===== src/common/i2c_route_settings.svh =====
`ifndef I2C_ROUTE_SETTINGS_SVH
`define I2C_ROUTE_SETTINGS_SVH

// Pin pairs shared by the slave engine and the MCU I2C unit
`define I2C_NUM_PORTS	3

// Port indices match the route codes
`define I2C_PORT_GPIO	0
`define I2C_PORT_CC	1
`define I2C_PORT_DPDM	2

// Width of one route field in the route register
`define I2C_ROUTE_W	2

`endif


===== src/common/i2c_route_pkg.sv =====
`include "i2c_route_settings.svh"

package i2c_route_pkg;

	// ------------------------------------------------------------------------
	// Route choice of one master
	// ------------------------------------------------------------------------
	typedef enum logic [`I2C_ROUTE_W-1:0] {
		ROUTE_GPIO = 2'd0,	// GPIO pins
		ROUTE_CC   = 2'd1,	// CC1/CC2 pins, swappable
		ROUTE_DPDM = 2'd2,	// DP/DM pins, swappable
		ROUTE_OFF  = 2'd3	// Master disconnected
	} route_e;

	// Six-bit route register
	typedef struct packed {
		logic	dpdm_swap;	// Bit 5
		logic	cc_swap;	// Bit 4
		route_e	mcu_route;	// Bits 3:2
		route_e	slv_route;	// Bits 1:0
	} route_cfg_t;

	// ------------------------------------------------------------------------
	// Open-drain levels, 1 is released and 0 is pulled low
	// ------------------------------------------------------------------------
	typedef struct packed {
		logic	sda;
		logic	scl;
	} pin_pair_t;

	// Routing of one pin pair
	typedef struct packed {
		logic	slv;	// Slave engine on this pair
		logic	mcu;	// MCU I2C unit on this pair
		logic	swap;	// SDA/SCL exchanged on the pins
	} port_sel_t;

	typedef pin_pair_t pad_bus_t [`I2C_NUM_PORTS];

endpackage


===== src/logic/i2c_in_merge.sv =====
`include "i2c_route_settings.svh"

module i2c_in_merge (
	input  i2c_route_pkg::pad_bus_t	i_slv_in,	// Slave view, per port
	input  i2c_route_pkg::pad_bus_t	i_mcu_in,	// MCU view, per port
	output i2c_route_pkg::pin_pair_t	o_slv_in,	// To slave engine
	output i2c_route_pkg::pin_pair_t	o_mcu_in	// To MCU I2C unit
);

	i2c_route_pkg::pin_pair_t slv_and;
	i2c_route_pkg::pin_pair_t mcu_and;

	// ------------------------------------------------------------------------
	// Wired-AND over all ports
	// ------------------------------------------------------------------------
	always_comb begin
		slv_and = 2'b11;	// Released when nothing routed
		mcu_and = 2'b11;
		for (int p = 0; p < `I2C_NUM_PORTS; p++) begin
			slv_and = slv_and & i_slv_in[p];
			mcu_and = mcu_and & i_mcu_in[p];
		end
	end

	assign o_slv_in = slv_and;
	assign o_mcu_in = mcu_and;

endmodule // i2c_in_merge


===== src/logic/i2c_pad_port.sv =====
module i2c_pad_port (
	input  i2c_route_pkg::port_sel_t	i_sel,		// Masters routed here
	input  logic				i_stretch,	// Slave SCL hold
	input  logic				i_slv_sda,	// Slave SDA drive
	input  i2c_route_pkg::pin_pair_t	i_mcu_drv,	// MCU SDA/SCL drive
	input  i2c_route_pkg::pin_pair_t	i_pin,		// Pin levels
	output i2c_route_pkg::pin_pair_t	o_pin,		// Pin drive
	output i2c_route_pkg::pin_pair_t	o_slv_in,	// Slave contribution
	output i2c_route_pkg::pin_pair_t	o_mcu_in	// MCU contribution
);

	i2c_route_pkg::pin_pair_t drv;		// Combined drive, master side
	i2c_route_pkg::pin_pair_t pin_in;	// Pin levels, master side

	// ------------------------------------------------------------------------
	// Open-drain drive of both masters
	// ------------------------------------------------------------------------
	always_comb begin
		drv.sda = ~(i_sel.slv & ~i_slv_sda | i_sel.mcu & ~i_mcu_drv.sda);
		drv.scl = ~(i_sel.slv & i_stretch | i_sel.mcu & ~i_mcu_drv.scl);
	end

	// Swap toward the pins
	always_comb begin
		if (i_sel.swap) begin
			o_pin.sda = drv.scl;
			o_pin.scl = drv.sda;
		end else begin
			o_pin = drv;
		end
	end

	// ------------------------------------------------------------------------
	// Input direction
	// ------------------------------------------------------------------------
	always_comb begin
		if (i_sel.swap) begin
			pin_in.sda = i_pin.scl;
			pin_in.scl = i_pin.sda;
		end else begin
			pin_in = i_pin;
		end
	end

	// Unselected master sees released lines from this port
	always_comb begin
		o_slv_in = 2'b11;
		o_mcu_in = 2'b11;
		if (i_sel.slv) begin
			o_slv_in = pin_in;
		end
		if (i_sel.mcu) begin
			o_mcu_in = pin_in;
		end
	end

endmodule // i2c_pad_port


===== src/logic/i2c_route_ctl.sv =====
`include "i2c_route_settings.svh"

module i2c_route_ctl (
	input  logic				i_clk,
	input  logic				i_rst_n,
	input  logic				i_cfg_we,	// Route register write strobe
	input  i2c_route_pkg::route_cfg_t	i_cfg_wdat,
	input  logic				i_strtch_en,	// Stretching allowed
	input  logic				i_pgm_busy,	// Program memory busy
	input  logic				i_slv_stretch,	// Slave asks to hold SCL
	output i2c_route_pkg::port_sel_t	o_sel [`I2C_NUM_PORTS],
	output logic				o_stretch,
	output logic				o_cc_mode	// CC pins carry I2C
);

	i2c_route_pkg::route_cfg_t route_q;

	// ------------------------------------------------------------------------
	// Route register
	// ------------------------------------------------------------------------
	always_ff @(posedge i_clk) begin
		if (!i_rst_n) begin
			route_q <= '0;	// Both masters on GPIO, no swap
		end else if (i_cfg_we) begin
			route_q <= i_cfg_wdat;
		end
	end

	// ------------------------------------------------------------------------
	// Per-port decode
	// ------------------------------------------------------------------------
	always_comb begin
		o_sel[`I2C_PORT_GPIO].slv  = route_q.slv_route == i2c_route_pkg::ROUTE_GPIO;
		o_sel[`I2C_PORT_GPIO].mcu  = route_q.mcu_route == i2c_route_pkg::ROUTE_GPIO;
		o_sel[`I2C_PORT_GPIO].swap = 1'b0;	// Not swappable

		o_sel[`I2C_PORT_CC].slv  = route_q.slv_route == i2c_route_pkg::ROUTE_CC;
		o_sel[`I2C_PORT_CC].mcu  = route_q.mcu_route == i2c_route_pkg::ROUTE_CC;
		o_sel[`I2C_PORT_CC].swap = route_q.cc_swap;

		o_sel[`I2C_PORT_DPDM].slv  = route_q.slv_route == i2c_route_pkg::ROUTE_DPDM;
		o_sel[`I2C_PORT_DPDM].mcu  = route_q.mcu_route == i2c_route_pkg::ROUTE_DPDM;
		o_sel[`I2C_PORT_DPDM].swap = route_q.dpdm_swap;
	end

	// Slave SCL held low only while stretching is enabled
	assign o_stretch = i_strtch_en & (i_pgm_busy | i_slv_stretch);

	// PD receiver ignores CC while either master sits there
	assign o_cc_mode = o_sel[`I2C_PORT_CC].slv | o_sel[`I2C_PORT_CC].mcu;

endmodule // i2c_route_ctl


===== src/logic/i2c_route_top.sv =====
`include "i2c_route_settings.svh"

module i2c_route_top (
	input  logic				i_clk,
	input  logic				i_rst_n,
	input  logic				i_cfg_we,
	input  i2c_route_pkg::route_cfg_t	i_cfg_wdat,
	input  logic				i_strtch_en,
	input  logic				i_pgm_busy,
	input  logic				i_slv_stretch,
	input  logic				i_slv_sda,	// Slave engine SDA out
	input  i2c_route_pkg::pin_pair_t	i_mcu_drv,	// MCU SDA/SCL out
	input  i2c_route_pkg::pad_bus_t	i_pins,		// GPIO, CC, DPDM levels
	output i2c_route_pkg::pad_bus_t	o_pins,
	output i2c_route_pkg::pin_pair_t	o_slv_in,
	output i2c_route_pkg::pin_pair_t	o_mcu_in,
	output logic				o_cc_i2c_mode	// To PD receiver
);

	i2c_route_pkg::port_sel_t	sel [`I2C_NUM_PORTS];
	i2c_route_pkg::pad_bus_t	slv_part;	// Slave contributions
	i2c_route_pkg::pad_bus_t	mcu_part;	// MCU contributions
	logic				stretch;

	// ------------------------------------------------------------------------
	// Route register and decode
	// ------------------------------------------------------------------------
	i2c_route_ctl u0_route_ctl (
		.i_clk		(i_clk),
		.i_rst_n	(i_rst_n),
		.i_cfg_we	(i_cfg_we),
		.i_cfg_wdat	(i_cfg_wdat),
		.i_strtch_en	(i_strtch_en),
		.i_pgm_busy	(i_pgm_busy),
		.i_slv_stretch	(i_slv_stretch),
		.o_sel		(sel),
		.o_stretch	(stretch),
		.o_cc_mode	(o_cc_i2c_mode)
	); // u0_route_ctl

	// ------------------------------------------------------------------------
	// One pad port per pin pair
	// ------------------------------------------------------------------------
	for (genvar p = 0; p < `I2C_NUM_PORTS; p++) begin : g_port
		i2c_pad_port u0_pad_port (
			.i_sel		(sel[p]),
			.i_stretch	(stretch),
			.i_slv_sda	(i_slv_sda),
			.i_mcu_drv	(i_mcu_drv),
			.i_pin		(i_pins[p]),
			.o_pin		(o_pins[p]),
			.o_slv_in	(slv_part[p]),
			.o_mcu_in	(mcu_part[p])
		); // u0_pad_port
	end

	// Master inputs
	i2c_in_merge u0_in_merge (
		.i_slv_in	(slv_part),
		.i_mcu_in	(mcu_part),
		.o_slv_in	(o_slv_in),
		.o_mcu_in	(o_mcu_in)
	); // u0_in_merge

endmodule // i2c_route_top


===== config.mk =====
export PLATFORM = sky130hd
export DESIGN_NAME = i2c_route_top
export DESIGN_NICKNAME = d
export VERILOG_FILES = /design/src/common/i2c_route_pkg.sv /design/src/logic/i2c_in_merge.sv /design/src/logic/i2c_pad_port.sv /design/src/logic/i2c_route_ctl.sv /design/src/logic/i2c_route_top.sv
export VERILOG_INCLUDE_DIRS = /design/src /design/src/common
export SDC_FILE = /design/constraint.sdc
export NUM_CORES = 1
export LEC_CHECK = 0
export BUFFER_PORTS_ARGS = -buffer_cell sky130_fd_sc_hd__buf_4
export CAP_MARGIN = 20
export CORE_UTILIZATION = 33
export DETAILED_ROUTE_END_ITERATION = 8
export PLACE_DENSITY = 0.63
export SETUP_SLACK_MARGIN = 0.5
export SLEW_MARGIN = 20
export SYNTH_ARGS = -nofsm -noshare
export SYNTH_HDL_FRONTEND = slang
export SYNTH_SLANG_ARGS = --single-unit

===== constraint.sdc =====
create_clock -name i_clk -period 1.58 [get_ports i_clk]
set_clock_uncertainty 0.1 [all_clocks]
set_input_delay 0.079 -clock i_clk [delete_from_list [all_inputs] [get_ports i_clk]]
set_output_delay 0.079 -clock i_clk [all_outputs]
set_load 0.01 [all_outputs]

==> impl_metrics.tcl, run 1 <==
set metrics [dict create \
    slowest_delay_ps 360 \
    syn_inst 57 \
    nets 127 \
    routedWlPerCell_um 13.4 \
    ys.flop_type "dfxtp_1" \
    r2r-start "u0_route_ctl.o_sel[3]" \
    crit_arrival_ps 1260 \
    holdPathEnd "u0_route_ctl.o_sel[3]" \
    vias 609 \
    cts_sinks 6 \
    place_congestion 0.604 \
    drive_above_1_share 0.683 \
    grt_max_degree 8 \
    synthTopCellsByArea "dfxtp_1 26%, mux2i_1 22%, o22ai_1 11%" \
    dr.pass1.iters 3 \
    drc_errors 0 \
    synthDistinctLibCells 12 \
    path_class "reg -> out" \
    cap_violations 0 \
    synth.top_cell.area_share 0.259 \
    portBuffers 31 \
    path_buf_inv 1 \
    grt_pass1_wl_um 2240 \
    chipWidth_um 39.5 \
    syn-mean-instance-area_um2 8.14 \
    slowest_stage "dfxtp_4" \
    irDropWorstVdd_mv 0.408 \
    r2r_slack_ps 690 \
    cts_tree "yes" \
    leakagePower_nw 0.454 \
    hold_ws_ps 16.1 \
    power_mw 0.591 \
    grt.overflow.total 0 \
    die_y_um 39.5 \
    ctsRootBufferMaster "clkbuf_4" \
    setup_viol 0 \
    numCtsBuffers 3 \
    drt_iter0_drc 4 \
    ys_warn_count 0 \
    min_period_ps 1440 \
    antenna_found_initial 0 \
    core_area_mm2 0.00130 \
    synth_seq_cells 6 \
    path_max_fanout 3 \
    start_kind "flop" \
    synth_area_um2 464 \
    h-tree-depth 1 \
    grt_pass1_vias 501 \
    min_path_type "in -> reg" \
    async_flop_share 0 \
    clk_transition_reported_paths_ps 40 \
    synth_fp_nets 78 \
    ioPinCount 32 \
    end_kind "output pin" \
    start_util 0.357 \
    setup-tns-final_ps 0 \
    post-dp-hpwl_um 962 \
    crit_chain "mux2_4 -> o22ai_2 -> nor2_1 -> buf_4" \
    min_period_over_period 0.910 \
    fmax_mhz 696 \
    synth_common_cells "10 x mux2i_1, 8 x nor3_1, 8 x o22ai_1" \
    min_from "i_cfg_wdat[4]" \
    slew_headroom 0.640 \
    yosysTopAreaCell "dfxtp_1" \
    diodes 0 \
    worst_r2r_path_depth 3 \
    p_per_area_mw_per_mm2 566 \
    r2r_end "u0_route_ctl.o_sel[3]" \
    status "finished clean" \
    clkLatencyLatePin_ps 240 \
    ant_nets 0 \
    track_usage 0.220 \
    avgViaCountPerCell 5.12 \
    fin_util 0.803 \
    clockBufferDepth 2 \
    synth.most_common_cell "mux2i_1" \
    die-area_mm2 0.00156 \
    worstMarginPinSlew_ps 537 \
    routed_wl_um 1590 \
    ys_seq_area_frac 0.259 \
    synth_edf_count 0 \
    rows 13 \
    worstHoldPathCells 3 \
    rsz0062_at_grt "yes" \
    syn2layout_area_growth_pct 125 \
    crit_family "flip-flops" \
    hold_viol 0 \
    worstPathRequired_ps 1400 \
    maxSlewViolCount 0 \
]
## kinds of logic (layout without fill, tap and decap cells)
logic type             Yosys count  count (layout)  synth area share
DFF                              6               6             0.259
buffers and inverters            3              50            0.0323
AOI/OAI and AO/OA                9               9             0.119
muxes                           14              14             0.313
and+or+nand+nor                 25              25             0.278
## routing by layer
| layer | GRT usage | part of all wire | vias to the layer above |
|---|---|---|---|
| met4 | 0.103 | 0.0076 | 0 |
| met3 | 0.0227 | 0.056 | 2 |
| li1 | - | - | 304 |
| met5 | 0 | 0 | - |
| met1 | 0.245 | 0.40 | 280 |
| met2 | 0.406 | 0.54 | 23 |
## worst max-delay path by stage
stage	from	to	slack, ps	depth (start not counted)
6_report	u0_route_ctl.o_sel[3]	o_mcu_in[0]	140	4
5_1_grt	u0_route_ctl.o_sel[3]	o_slv_in[0]	90	4
4_1_cts	u0_route_ctl.o_sel[3]	o_slv_in[0]	130	4
3_5_place_dp	u0_route_ctl.o_sel[3]	o_mcu_in[0]	240	4
3_3_place_gp	u0_route_ctl.o_sel[3]	o_mcu_in[0]	230	4
2_1_floorplan	u0_route_ctl.o_sel[3]	o_mcu_in[0]	430	4
## tightest hold or removal path: cells and delay by family
family	cells	cell delay [ps]
mux	1	60
buf+inv	1	80
simple gates	1	100
## registers in the layout, summed over array words and instances, names as in the netlist
signal and flops:
u0_route_ctl.route_q 4, u0_route_ctl.o_sel 2
## per-stage QoR
| step | instance area, um2 | cells | worst slack [ps] |
|---|---|---|---|
| after floorplan | 504 | 57 | 435 |
| after global placement | 723 | 100 | 232 |
| after detailed placement | 723 | 100 | 237 |
| after CTS | 980 | 117 | 134 |
| after global routing | 1040 | 119 | 90.1 |
| final | 1040 | 119 | 142 |
## final cells by class
class,count,area (um2)
Multi-Input combinational cell,48,474
Timing Repair Buffer,47,387
Fill cell,80,256
Sequential cell,6,143
Clock buffer,3,22.5
Tap cell,15,18.8
## repair_timing
action | in CTS | in global routing
setup buffers | 8 | 2
endpoints found under the hold margin | 6 | 0
resized for setup | 30 | 10
setup endpoints to repair | 11 | 11
pin swaps | 9 | 6
hold buffers | 6 | 0
## where the power goes
part           switching [mW]  internal, mW
clock network          0.0548        0.0859
registers              0.0165         0.158
logic                   0.110         0.166
## placed cells by master (no fill, tap or decap), drive strengths merged
cell type	instances
mux2	4
nor3	8
o22ai	8
buf	41
clkbuf	3
o21ai	1
dfxtp	6
nand2b	4
nor2b	6
mux2i	10
nand2	1
nor2	6
dlygate4sd3	6
Note: power is estimated with default switching activity, not from simulation.
==> run 2: changes to the inputs <==
- ABC_CLOCK_PERIOD_IN_PS: default -> 1580
- CORE_AREA: default -> 2 2 39 41
- CORE_UTILIZATION: 33 -> default
- DIE_AREA: default -> 0 0 41 43
- PLACE_DENSITY: 0.63 -> 0.66
==> run 2 against run 1 <==
Flip-flop and latch count unchanged. Highest routed layer unchanged. Routed wire length rose by 9.6%. Hold slack lost 13 ps. Fmax down 1.8%. Final cell count is 0.84% lower. Via count is 0.16% lower. Critical endpoint is now o_pins[2]. Non-clock buffer count decreased by 2.
==> impl_metrics.tcl, run 2 (same netlist as run 1, synthesis figures left out) <==
set metrics [dict create \
    nets 125 \
    drt_iter0_drc 3 \
    combinationalPowerShare 0.457 \
    routedWlPerCell_um 14.8 \
    grt.overflow.total 0 \
    path_max_fanout 5 \
    place_congestion 0.668 \
    syn2layout_area_growth_pct 114 \
    grt_max_degree 7 \
    p_per_area_mw_per_mm2 578 \
    diodes 0 \
    min_period_ps 1460 \
    core_area_mm2 0.00138 \
    grt_pass1_wl_um 2620 \
    slowest_delay_ps 360 \
    final_cell_mix "37 x buf_4, 10 x mux2i_1, 7 x o22ai_2" \
    cap_violations 0 \
    irDropWorstVdd_mv 0.304 \
    worstPathRequired_ps 1400 \
    chipWidth_um 41 \
    h-tree-depth 1 \
    slowest_stage "dfxtp_4" \
    maxSlewViolCount 0 \
    drive_above_1_share 0.676 \
    clockPowerShare 0.242 \
    stdcell_count 118 \
    cts_tree "yes" \
    rows 14 \
    vias 608 \
    slew_headroom 0.700 \
    leakagePower_nw 0.440 \
    rsz0062_at_grt "yes" \
    die_y_um 43 \
    path_buf_inv 1 \
    ioPinCount 32 \
    ant_nets 0 \
    status "finished clean" \
    min_period_over_period 0.927 \
    ctsRootBufferMaster "clkbuf_4" \
    fillCellCount 111 \
    crit_chain "nand2b_4 -> o22ai_2 -> mux2i_1 -> buf_4" \
    post-dp-hpwl_um 1030 \
    track_usage 0.223 \
    start_kind "flop" \
    p_int_mw 0.399 \
    seqPwrFrac 0.301 \
    largest_reg_flops 4 \
    cts_sinks 6 \
    p_sw_mw 0.175 \
    path_class "reg -> out" \
    grt_pass1_vias 601 \
    numCtsBuffers 3 \
    worstMarginPinSlew_ps 447 \
    fmax_mhz 683 \
    drc_errors 0 \
    start_util 0.335 \
    avgViaCountPerCell 5.15 \
    end_kind "output pin" \
    min_path_type "in -> reg" \
    switching_share 0.305 \
    antenna_found_initial 0 \
    die-area_mm2 0.00176 \
    routed_wl_um 1740 \
    setup-tns-final_ps 0 \
    clockBufferDepth 2 \
    dr.pass1.iters 3 \
    setup_viol 0 \
    clk_transition_reported_paths_ps 40 \
    largest-register "u0_route_ctl.route_q" \
    portBuffers 31 \
    hold_viol 0 \
    clkLatencyLatePin_ps 240 \
    crit_arrival_ps 1290 \
    crit_family "flip-flops" \
    final_common_cell "buf_4" \
    dp_cells 101 \
]
[run 2: path summary, 6_finish.rpt]
kind / slack [ps] / start / to / cells past startpoint
worst min-delay path: 3 / i_cfg_wdat[1] / u0_route_ctl.route_q[1] / 3
worst min register to register: 470 / u0_route_ctl.o_sel[3] / u0_route_ctl.o_sel[3] / 2
worst max register to register: 600 / u0_route_ctl.route_q[1] / u0_route_ctl.route_q[1] / 4
worst max-delay path: 120 / u0_route_ctl.route_q[1] / o_pins[2] / 4
[run 2: power by group through the flow]
stage	Sequential (mW)	Clock, mW	Combinational [mW]
final	0.173	0.139	0.262
after global routing	0.174	0.156	0.281
after CTS	0.172	0.146	0.243
after detailed placement	0.183	0	0.188
after global placement	0.182	0	0.187
after floorplan	0.174	0	0.106
[run 2: final cells by class]
cell class	instances	area, um2	share of cell area
sequential	6	143	0.144
timing repair buffer	45	362	0.364
clock buffer	3	22.5	0.0227
tap	16	20.0	0.0202
multi-input combinational	48	445	0.449
[run 2: worst reg2reg max path, delay by kind of cell, from the launching register on]
| family | cells | cell delay [ps] |
|---|---|---|
| muxes | 1 | 110 |
| and+or+nand+nor | 1 | 60 |
| DFF | 1 | 360 |
| buffers and inverters | 2 | 250 |
[run 2: metrics by stage]
| step | util | worst slack [ps] | hold slack [ps] | area (um2) | power, mW |
|---|---|---|---|---|---|
| after floorplan | - | 435 | 107 | 504 | 0.280 |
| after global routing | 0.717 | 72.7 | 14.8 | 992 | 0.612 |
| after global placement | 0.524 | 257 | 238 | 724 | 0.369 |
| after detailed placement | 0.524 | 254 | 238 | 724 | 0.370 |
| final | 0.717 | 115 | 2.63 | 992 | 0.574 |
| after CTS | 0.691 | 131 | 2.83 | 956 | 0.561 |
[run 2: per-layer routing]
metal,track usage,share of wire,vias to the layer above
met5,0,0,-
met4,0.120,0.0069,0
met3,0.0157,0.046,2
met2,0.384,0.55,20
met1,0.252,0.40,280
li1,-,-,306
[run 2: timing repair]
action / 4_1_cts / 5_1_grt
hold endpoints to repair: 6 / 0
resized for setup: 27 / 5
hold buffers: 5 / 0
setup buffers: 7 / 2
pin swaps: 8 / 3
endpoints found under the setup margin: 11 / 11
